==> src/verilog/exec_alu_pkg.sv <==
package exec_alu_pkg;

    // data width
    localparam int xlen = 64;

    typedef enum logic [4:0] {
        op_add,
        op_sub,
        op_pass_a,
        op_pass_b,
        op_xor,
        op_or,
        op_and,
        op_sll,
        op_srl,
        op_sra,
        op_slt,
        op_sltu,
        op_eq,
        op_ge,
        op_geu,
        op_mul,
        op_div,
        op_divu,
        op_rem,
        op_remu
    } alu_op_t;

    typedef enum logic {
        src_a_pc,
        src_a_rs1
    } src_a_t;

    typedef enum logic [1:0] {
        src_b_imm,
        src_b_rs2,
        src_b_csr
    } src_b_t;

    // record carried by the issue channel
    typedef struct packed {
        logic [xlen-1:0] pc;
        logic [xlen-1:0] rs1;
        logic [xlen-1:0] rs2;
        logic [xlen-1:0] csr;
        logic [xlen-1:0] imm;
        alu_op_t         op;
        src_a_t          src_a;
        src_b_t          src_b;
        logic            word;
    } alu_issue_t;

    // formed operands handed to the processing part
    typedef struct packed {
        logic [xlen-1:0] a;
        logic [xlen-1:0] b;
        alu_op_t         op;
        logic            word;
    } alu_operands_t;

endpackage

==> src/verilog/result_port.sv <==
module result_port import exec_alu_pkg::*; (
    input  logic            clk,
    input  logic            arst_n,
    input  logic            done,
    input  logic [xlen-1:0] result,
    input  logic            res_ack,
    output logic            full,
    output logic            res_req,
    output logic [xlen-1:0] res_data
);

    // four-phase output side
    always_ff @(posedge clk or negedge arst_n) begin
        if (!arst_n) begin
            full    <= 1'b0;
            res_req <= 1'b0;
        end else begin
            if (done) begin
                full    <= 1'b1;
                res_req <= 1'b1;
            end else if (res_req && res_ack) begin
                res_req <= 1'b0;
            end else if (full && !res_req && !res_ack) begin
                // consumer has released its ack
                full <= 1'b0;
            end
        end
    end

    // held for as long as the consumer stalls
    always_ff @(posedge clk) begin
        if (done) begin
            res_data <= result;
        end
    end

    // consumer keeps its ack up until req has dropped
    a_ack_held_until_req_falls: assert property (
        @(posedge clk) disable iff (!arst_n)
        $fell(res_ack) |-> !res_req
    );

    // the core must not overwrite a result still on offer
    a_no_done_when_full: assert property (
        @(posedge clk) disable iff (!arst_n)
        done |-> !full
    );

endmodule

==> config.mk <==
export PLATFORM = sky130hd
export DESIGN_NAME = result_port
export DESIGN_NICKNAME = d
export VERILOG_FILES = /design/src/verilog/exec_alu_pkg.sv /design/src/verilog/result_port.sv
export SDC_FILE = /design/constraint.sdc
export NUM_CORES = 1
export LEC_CHECK = 0
export BUFFER_PORTS_ARGS = -buffer_cell sky130_fd_sc_hd__buf_2
export CORE_MARGIN = 2
export CORE_UTILIZATION = 40
export CTS_CLUSTER_DIAMETER = 120
export DETAILED_ROUTE_END_ITERATION = 6
export GPL_TIMING_DRIVEN = 0
export PLACE_DENSITY = 0.77
export SYNTH_ARGS = -nofsm -noshare
export SYNTH_HDL_FRONTEND = slang
export SYNTH_SLANG_ARGS = --single-unit
==> constraint.sdc <==
create_clock -name clk -period 1.1 [get_ports clk]
set_clock_uncertainty 0.15 [all_clocks]
set_input_delay 0.22 -clock clk [delete_from_list [all_inputs] [get_ports clk]]
set_output_delay 0.22 -clock clk [all_outputs]
set_load 0.02 [all_outputs]
==> results by group <==
Setup path
  – CP Cell Sequence: buf_6
  – Worst setup SP type: register
  – CP arrival: 0.96 ns
  – Setup crit end kind: output pin
  – CP bufs+invs: 1
  – Max incr delay on CP: 0.45 ns
  – Largest delay share family, worst path: flip-flops
  – CP max stage cell: edfxtp_1
  – Critical Path Fanout Max: 1
  – Critical path class: reg -> out
  – WP data required: 0.73 ns

Timing
  – Final worst path period share: 121%
  – Max Fclk: 750 MHz
  – Worst slew pin tran: 0.823 ns
  – Final hold vios: 0
  – Max Slew Vio Count: 0
  – Worst hold margin: 0.0512 ns
  – Final setup fails: 66
  – Setup_tns: -10.81 ns
  – Min Clock Period, post-route: 1.33 ns
  – PnR worst setup slack: -0.233 ns
  – Unrepaired setup endpoints after global routing: true
  – Slew headroom: 45.1%

Synth
  – Post-synthesis sequential area ratio: 98.9%
  – Post-Syn Area: 1990 sq um
  – Syn nets: 138
  – Top cells by area, synth: edfxtp_1 (96%), dfrtp_1 (2.5%), a21o_1 (0.38%)
  – Synthesized instance count: 70
  – #FFs+latches synth: 66
  – Post-synthesis cell type count: 6
  – Yosys top cell by area: edfxtp_1
  – Top-area cell type share of the netlist area: 96.4%
  – Syn Area/Cell: 28.5 sq um
  – YS warnings: 0

Cells and area
  – Finished Cell Area: 3980 sq um
  – Share of cells above drive strength 1: 51.7%
  – Commonest non-fill, non-tap cell in the layout: buf_2
  – Fin cells: 355
  – Most frequent cells in the layout: buf_2 (74), dlygate4sd3_1 (66), edfxtp_1 (64)
  – Nets: 349
  – Area Overhead vs Synth: 99.3%
  – Finished Core Util: 83.6%
  – Filler instances: 236

Detailed routing
  – Drt pass-1 iters: 4
  – Final Routed Wirelength: 7770 um
  – DR vias: 1671
  – DRC errors left: 0
  – Final ANT Viol Nets: 0
  – DR WL/cell: 21.9 um
  – Initial DRC count: 104
  – Via density: 4.71

Die
  – DIE AREA: 5570 sq um
  – Die height: 74.6 um
  – Die Width: 74.6 um
  – Row Count: 25
  – Starting Density: 41.9%
  – I/O Pins: 134
  – Core area: 4750 sq um

Clocking
  – Root Buffer: clkbuf_8
  – Max Root-Sink Buffers: 2
  – Total CTS buffers: 9
  – TritonCTS clock tree: built
  – CTS clk-pin slew, worst paths: 0.08 ns
  – Clock sinks: 66
  – Clk_lat worst skew: 0.34 ns
  – H-tree depth: 3

Power and ir drop
  – Sw power: 1.56 mW
  – Peak supply drop: 0.000977 V
  – P_int: 4.57 mW
  – Power share of the clock group: 32.5%
  – Pwr Density: 1540 nW/um^2
  – Leakage: 1.68 nW
  – Sequential power share: 50.5%
  – Final Power: 6.13 mW
  – Sw Share: 25.4%
  – Comb pwr share: 17.0%

Global routing
  – Initial antenna violation count: 2
  – Number of global-route vias before repair: 1797
  – Largest net degree at the start of global routing: 67
  – Global-route wire length before repair: 9390 um
  – Grt ovf: 0
  – Global Route Usage Sum: 25.1%

Run status
  – Failing checks: setup timing
  – Status: finished, violations left

Place
  – Dpl ws: -0.726 ns
  – # port buffers: 133
  – Placed insts: 270
  – HPWL Detailed: 3070 um
  – RePlAce Congestion: 0.665
  – Placement Cell Area: 2740 sq um

Worst hold path
  – Worst Hold Class: in -> async

Run
  – Max-Cap Viols: 0
[routing by layer]
layer | vias to the layer above | track usage (%) | wire [um]
li1 | 703 | - | -
met1 | 820 | 26.9 | 2540
met2 | 129 | 43.1 | 4290
met3 | 19 | 11.2 | 725
met4 | 0 | 10.7 | 217
met5 | - | 0 | 0
[worst register-to-register path: cells and delay by family (launching register included)]
kind                   cells  cell delay (ns)
DFF                        1             0.43
AOI/OAI and AO/OA          1             0.11
and+or+nand+nor            1             0.09
buffers and inverters      1             0.14
[registers in the layout (all words and copies together) (netlist names)]
name      count
res_data     64
res_req       1
full          1
[power by group through the flow]
stage | combinational [mW] | clock [mW] | sequential (mW)
floorplan | 0.00536 | 0 | 3.34
CTS | 0.904 | 1.94 | 3.05
global route | 1.08 | 2.12 | 3.11
detailed placement | 0.616 | 0 | 3.08
finish | 1.04 | 1.99 | 3.10
global placement | 0.604 | 0 | 3.07
[cells in the mapped netlist]
library cell  instances
inv_1                 1
dfrtp_1               2
edfxtp_1             64
o21ai_0               1
a21o_1                1
nand2b_1              1
[area by class of cell]
| type | instances | area (sq um) | area share (%) |
|---|---|---|---|
| sequential | 66 | 1970 | 49.6 |
| clock buffer | 10 | 128 | 3.21 |
| antenna | 2 | 5.00 | 0.126 |
| inverter | 1 | 3.75 | 0.0944 |
| clock inverter | 6 | 57.6 | 1.45 |
| timing repair buffer | 200 | 1700 | 42.8 |
| tap | 67 | 83.8 | 2.11 |
| multi-input combinational | 3 | 22.5 | 0.567 |
[logic make-up (layout without fill, tap and decap cells)]
logic type,after synthesis,count (layout),synth area share [%]
AO/OA/AOI/OAI,2,2,0.627
buffers and inverters,1,217,0.188
flip-flops,66,66,98.9
other,0,2,0
AND/OR/NAND/NOR,1,1,0.314
[worst paths after layout]
| kind | from | to | slack, ns | cells past startpoint |
|---|---|---|---|---|
| max | res_data[14] | res_data[14] | -0.23 | 1 |
| max in group asynchronous | arst_n | res_req | 0.64 | 2 |
| min reg2reg | full | full | 0.48 | 2 |
| min | arst_n | full | 0.05 | 2 |
| max reg2reg | res_req | full | 0.07 | 3 |
| min in group clk | done | res_data[36] | 0.35 | 1 |
[timing repair]
| item | in CTS | in global routing |
|---|---|---|
| resized for setup | 63 | 57 |
| hold endpoints to repair | 67 | 0 |
| hold buffers | 66 | 0 |
| setup buffers | 1 | 1 |
| pin swaps | 0 | 1 |
| endpoints found under the setup margin | 132 | 67 |
Note: power is estimated with default switching activity, not from simulation.
