`src/verilog/exec_alu_pkg.sv`:
```
package exec_alu_pkg;

    // data width
    localparam int xlen = 64;

    typedef enum logic [4:0] {
        op_add,
        op_sub,
        op_pass_a,
        op_pass_b,
        op_xor,
        op_or,
        op_and,
        op_sll,
        op_srl,
        op_sra,
        op_slt,
        op_sltu,
        op_eq,
        op_ge,
        op_geu,
        op_mul,
        op_div,
        op_divu,
        op_rem,
        op_remu
    } alu_op_t;

    typedef enum logic {
        src_a_pc,
        src_a_rs1
    } src_a_t;

    typedef enum logic [1:0] {
        src_b_imm,
        src_b_rs2,
        src_b_csr
    } src_b_t;

    // record carried by the issue channel
    typedef struct packed {
        logic [xlen-1:0] pc;
        logic [xlen-1:0] rs1;
        logic [xlen-1:0] rs2;
        logic [xlen-1:0] csr;
        logic [xlen-1:0] imm;
        alu_op_t         op;
        src_a_t          src_a;
        src_b_t          src_b;
        logic            word;
    } alu_issue_t;

    // formed operands handed to the processing part
    typedef struct packed {
        logic [xlen-1:0] a;
        logic [xlen-1:0] b;
        alu_op_t         op;
        logic            word;
    } alu_operands_t;

endpackage

```
`src/verilog/operand_select.sv`:
```
module operand_select import exec_alu_pkg::*; (
    input  logic          clk,
    input  logic          arst_n,
    input  logic          issue_req,
    input  alu_issue_t    issue,
    input  logic          busy,
    input  logic          full,
    output logic          issue_ack,
    output logic          start,
    output alu_operands_t operands
);

    logic [xlen-1:0] a_next;
    logic [xlen-1:0] b_next;
    logic            accept;

    // new work only when the core and the output side are both free
    assign accept = issue_req && !issue_ack && !busy && !full;

    // operand a, word mode keeps only the low half of rs1
    always_comb begin
        if (issue.src_a == src_a_rs1) begin
            if (issue.word) begin
                a_next = {32'b0, issue.rs1[31:0]};
            end else begin
                a_next = issue.rs1;
            end
        end else begin
            a_next = issue.pc;
        end
    end

    always_comb begin
        case (issue.src_b)
            src_b_rs2: b_next = issue.rs2;
            src_b_csr: b_next = issue.csr;
            default:   b_next = issue.imm;
        endcase
    end

    // four-phase issue side
    always_ff @(posedge clk or negedge arst_n) begin
        if (!arst_n) begin
            issue_ack <= 1'b0;
            start     <= 1'b0;
        end else begin
            start <= 1'b0;
            if (accept) begin
                issue_ack <= 1'b1;
                start     <= 1'b1;
            end else if (issue_ack && !issue_req) begin
                issue_ack <= 1'b0;
            end
        end
    end

    // operands held until the next accepted issue
    always_ff @(posedge clk) begin
        if (accept) begin
            operands.a    <= a_next;
            operands.b    <= b_next;
            operands.op   <= issue.op;
            operands.word <= issue.word;
        end
    end

    // sender must keep the record steady until it sees the ack
    a_issue_stable: assert property (
        @(posedge clk) disable iff (!arst_n)
        (issue_req && !issue_ack) |=> (!issue_req || $stable(issue))
    );

endmodule

```
`config.mk`:
```
export PLATFORM = sky130hd
export DESIGN_NAME = operand_select
export DESIGN_NICKNAME = d
export VERILOG_FILES = /design/src/verilog/exec_alu_pkg.sv /design/src/verilog/operand_select.sv
export SDC_FILE = /design/constraint.sdc
export NUM_CORES = 1
export LEC_CHECK = 0
export BUFFER_PORTS_ARGS = -buffer_cell sky130_fd_sc_hd__buf_2
export CORE_AREA = 2 2 184 186
export CTS_CLUSTER_SIZE = 24
export DETAILED_ROUTE_END_ITERATION = 7
export DIE_AREA = 0 0 186 188
export GPL_ROUTABILITY_DRIVEN = 0
export SYNTH_ARGS = -nofsm -noshare
export SYNTH_HDL_FRONTEND = slang
export SYNTH_SLANG_ARGS = --single-unit
```
`constraint.sdc`:
```
create_clock -name clk -period 15.2 [get_ports clk]
set_clock_uncertainty 0.05 [all_clocks]
set_input_delay 3.04 -clock clk [delete_from_list [all_inputs] [get_ports clk]]
set_output_delay 3.04 -clock clk [all_outputs]
set_load 0.01 [all_outputs]
```
==> results_tabular.tex <==
\begin{tabular}{lr}
\hline
Metric & Value \\
\hline
\multicolumn{2}{l}{\textbf{Run}} \\
\quad Max\_cap viols & 0 \\
\multicolumn{2}{l}{\textbf{Worst setup path}} \\
\quad Worst-path cell with the longest stage delay & sky130\_fd\_sc\_hd\_\_buf\_4 \\
\quad Register-to-register path setup slack & between 10 and 15 ns \\
\quad Most Frequent Cell on Critical Path & sky130\_fd\_sc\_hd\_\_buf\_4 \\
\quad Highest cell delay on the worst timing path & $\sim$0.84 ns \\
\quad Arrival @ worst endpoint & $\sim$5 ns \\
\quad Critical path, cell by cell & buf\_2 > nor4b\_4 > buf\_4 > buf\_4 \\
\quad Crit Path Category & primary input to flop \\
\quad Required @ worst endpoint & around 15 ns \\
\quad Capture instance of the worst register-to-register path & operands[48]\$\_DFFE\_PP\_ \\
\quad Worst-path maximum fanout & slightly above 70 \\
\quad Cell count of the worst reg-to-reg path & 3 \\
\quad Worst Setup End Kind & flop \\
\quad Kind of start point of the critical path & primary input \\
\quad Source of the worst register-to-register timing path & issue\_ack\$\_DFFE\_PN0P\_ \\
\multicolumn{2}{l}{\textbf{Global routing}} \\
\quad Global routing usage on met2 & 0.214 \\
\quad Met1 track demand over resource & 0.132 \\
\quad Layer with the highest usage after global routing & met2 \\
\quad Total GRT Usage & 0.120 \\
\quad Via count of the first global-routing pass & roughly 5.4k \\
\quad First-pass GRT wire length & between 30000 and 40000 um \\
\quad Aggregate global routing overflow & 0 \\
\quad Met3 layer usage reported by global route & 0.0390 \\
\quad Initial antenna violation count & 1 \\
\quad Largest net degree at the start of global routing & around 130 \\
\multicolumn{2}{l}{\textbf{CTS}} \\
\quad Number of gates resized after CTS & 0 \\
\quad Number of hold buffers added after cts & 0 \\
\quad Number of clock sinks & 136 \\
\quad Clock root buffer master & sky130\_fd\_sc\_hd\_\_clkbuf\_16 \\
\quad Number of buffers added by the clock tree synthesis step & 17 \\
\quad Depth of the CTS H-tree & 4 \\
\quad Clock Latency Late Sink & $\sim$0.44 ns \\
\quad Clock-pin slew on the worst setup and hold paths & around 0.060 ns \\
\quad CTS tree & yes \\
\quad Post-CTS Setup Inserts & 0 \\
\quad Number of buffers on the longest clock path & 2 \\
\multicolumn{2}{l}{\textbf{Route}} \\
\quad Number of vias in the routed layout & approximately 5.4k \\
\quad Number of search-and-repair iterations in the first detailed-routing pass & 4 \\
\quad Remaining DRCs & 0 \\
\quad Antenna viol nets, final & 0 \\
\quad Post-detailed-route wirelength per cell & approximately 16 um \\
\quad Drt total wl & 21900 um \\
\quad Iteration-0 DRC Markers & roughly 210 \\
\quad Vias/cell & around 4.0 \\
\multicolumn{2}{l}{\textbf{Final layout}} \\
\quad Layout overhead on the synthesized area & 53.2\% \\
\quad Nets@finish & around 1.2k \\
\quad Multi-input gate area & between 1500 and 2000 um\^{}2 \\
\quad Register Area & between 4000 and 5000 um\^{}2 \\
\quad Fraction of final layout cells with drive strength greater than 1 & 0.625 \\
\quad Filler Cells Inserted & around 3.5k \\
\multicolumn{2}{l}{\textbf{Placement}} \\
\quad Detailed placement HPWL & roughly 17000 um \\
\quad Total of buffers placed on input and output ports & 469 \\
\quad Worst Setup Slack post-DPL & about 9.7 ns \\
\multicolumn{2}{l}{\textbf{Yosys}} \\
\quad Post-synthesis cell type count & 21 \\
\quad Top cell type by total area after synthesis & sky130\_fd\_sc\_hd\_\_edfxtp\_1 \\
\quad Total of flip-flops plus latches after synthesis & 136 \\
\quad Cell area after synthesis & around 6000 um\^{}2 \\
\quad Biggest area contributors in the synthesized netlist & sky130\_fd\_sc\_hd\_\_edfxtp\_1 66\%, sky130\_fd\_sc\_hd\_\_a22oi\_1 7.8\%, sky130\_fd\_sc\_hd\_\_mux2\_2 5.9\% \\
\quad Top\_reg\_cell synth & sky130\_fd\_sc\_hd\_\_edfxtp\_1 \\
\quad Sequential cell area fraction in the yosys report & 0.664 \\
\quad Number of standard cells after synthesis & around 440 \\
\quad Synthesized net count & 777 \\
\quad Top cells by count, synth & 134 x sky130\_fd\_sc\_hd\_\_edfxtp\_1, 65 x sky130\_fd\_sc\_hd\_\_o21ai\_0, 64 x sky130\_fd\_sc\_hd\_\_a22oi\_1, 64 x sky130\_fd\_sc\_hd\_\_nand2\_1, 32 x sky130\_fd\_sc\_hd\_\_mux2\_2 \\
\quad Library cell with the highest instance count after synthesis & sky130\_fd\_sc\_hd\_\_edfxtp\_1 \\
\quad Share of synthesized registers carrying an async set or reset & 0.0147 \\
\quad Count of synthesis-stage warnings from yosys & 0 \\
\quad Mean cell area of the mapped netlist & approximately 14 um\^{}2 \\
\quad Number of flops mapped to enable cells by yosys & roughly 130 \\
\quad Share of the synthesized area in the top cell type & 0.656 \\
\multicolumn{2}{l}{\textbf{Floorplanning}} \\
\quad Core region area & about 33000 um\^{}2 \\
\quad Total I/O pin count & 470 \\
\quad DIE AREA & $\sim$35000 um\^{}2 \\
\quad Effective utilization at floorplan & 0.185 \\
\quad Rows & 67 \\
\quad Die height & between 150 and 200 um \\
\quad Width of the die & 186 um \\
\multicolumn{2}{l}{\textbf{Timing}} \\
\quad Final critical delay including setup and external delays & roughly 5 ns \\
\quad Final hold viol count & 0 \\
\quad RSZ-0062 raised after global routing & false \\
\quad Max Clk Rate & approximately 200 MHz \\
\quad Measured slew at the worst slew-check pin & $\sim$1.1 ns \\
\quad Fin worst setup slack & 10.20 ns \\
\quad Final setup violation count & 0 \\
\quad Remaining max-slew budget at the tightest pin & 0.282 \\
\quad Final Max Tran Viols & 0 \\
\quad Tightest hold margin & 0.536 ns \\
\quad Ratio of final minimum period to clock period & 0.329 \\
\quad Final setup TNS & 0 ns \\
\multicolumn{2}{l}{\textbf{Power and ir drop}} \\
\quad Worst VDD drop & around 0.000074 V \\
\quad Leakage power figure & $\sim$4.1 nW \\
\quad Power density over the cells & 103 nW/um\^{}2 \\
\multicolumn{2}{l}{\textbf{Worst hold path}} \\
\quad Endpoint of the worst hold-timing path & issue\_ack\$\_DFFE\_PN0P\_ \\
\quad Class of the most critical hold timing path & flop to flop \\
\quad Critical hold path startpoint & issue\_ack\$\_DFFE\_PN0P\_ \\
\quad Worst hold path stage count & 1 \\
\multicolumn{2}{l}{\textbf{Status}} \\
\quad Status & completed \\
\hline
\end{tabular}
==> final cells by class <==
type,count,share of cell area
diodes,1,0.000266
clock buffers,19,0.0482
clock inverters,13,0.0130
inverters,4,0.00160
multi-input cells,263,0.192
flip-flops and latches,136,0.433
well taps,448,0.0596
repair buffers,472,0.252
==> worst max-delay path by stage <==
stage / from / to / slack, ns / cells after the start
2_1_floorplan: busy / start$_DFF_PN0_ / 3.85 / 1
3_3_place_gp: busy / operands[77]$_DFFE_PP_ / 9.72 / 4
3_5_place_dp: busy / operands[77]$_DFFE_PP_ / 9.70 / 4
4_1_cts: busy / operands[70]$_DFFE_PP_ / 10.19 / 4
5_1_grt: busy / operands[48]$_DFFE_PP_ / 10.05 / 4
6_report: busy / operands[48]$_DFFE_PP_ / 10.20 / 4
==> flip-flops by register name (all words and copies together) (netlist names) <==
register	count
operands	134
start	1
issue_ack	1
==> cells in the final DEF, fill, tap and decap left out <==
cell                         instances
sky130_fd_sc_hd__clkinv_2            3
sky130_fd_sc_hd__mux2_2             32
sky130_fd_sc_hd__edfxtp_1          134
sky130_fd_sc_hd__ha_2                1
sky130_fd_sc_hd__buf_4               3
sky130_fd_sc_hd__inv_6               1
sky130_fd_sc_hd__clkinvlp_4          3
sky130_fd_sc_hd__dfrtp_1             2
sky130_fd_sc_hd__o21a_1              1
sky130_fd_sc_hd__inv_8               1
sky130_fd_sc_hd__inv_1               3
sky130_fd_sc_hd__nor2b_4             1
sky130_fd_sc_hd__nand2_1            64
sky130_fd_sc_hd__a22o_1              5
sky130_fd_sc_hd__clkinv_4            4
sky130_fd_sc_hd__bufinv_16           1
sky130_fd_sc_hd__clkbuf_8            2
sky130_fd_sc_hd__inv_2               1
sky130_fd_sc_hd__clkbuf_16          17
sky130_fd_sc_hd__nand3b_1            1
sky130_fd_sc_hd__buf_2             469
sky130_fd_sc_hd__diode_2             1
sky130_fd_sc_hd__a22o_2             26
sky130_fd_sc_hd__ha_4                1
sky130_fd_sc_hd__nor2_1              1
sky130_fd_sc_hd__nor4b_4             1
sky130_fd_sc_hd__o21ai_0            65
sky130_fd_sc_hd__a22oi_1            64
==> metrics by stage <==
stage	std cells	power (mW)	util	instance area (um^2)
after detailed placement	1323	0.571	0.267	8830
after global placement	1323	0.569	0.267	8830
after global routing	1355	1.01	0.284	9400
after floorplan	441	0.507	-	6140
final	1356	0.964	0.284	9400
after CTS	1355	0.982	0.284	9400
==> critical path: cells and delay by family <==
| family | cells | cell delay (ns) |
|---|---|---|
| AND/OR/NAND/NOR | 1 | 0.23 |
| buffers and inverters | 3 | 1.63 |
==> routing by layer <==
layer	wire length, um	vias up
met5	0	-
met4	272	0
met3	1790	12
met2	11100	298
met1	8680	2485
li1	-	2636
==> cell families (layout without fill, tap and decap cells) <==
family                     count (synthesis)  count (layout)  share of synthesized area
DFF                                      136             136                      0.664
and+or+nand+nor                           68              68                     0.0446
muxes                                     32              32                     0.0587
AOI/OAI and AO/OA                        161             161                      0.182
buffers and inverters                     42             508                     0.0467
adders and majority gates                  2               2                    0.00408
other                                      0               1                          0
==> report_power, final <==
part           switching, mW  internal [mW]
clock                  0.168          0.235
combinational         0.0648         0.0626
sequential           0.00322          0.431
total                  0.236          0.728
(Power assumes the default switching activity.)
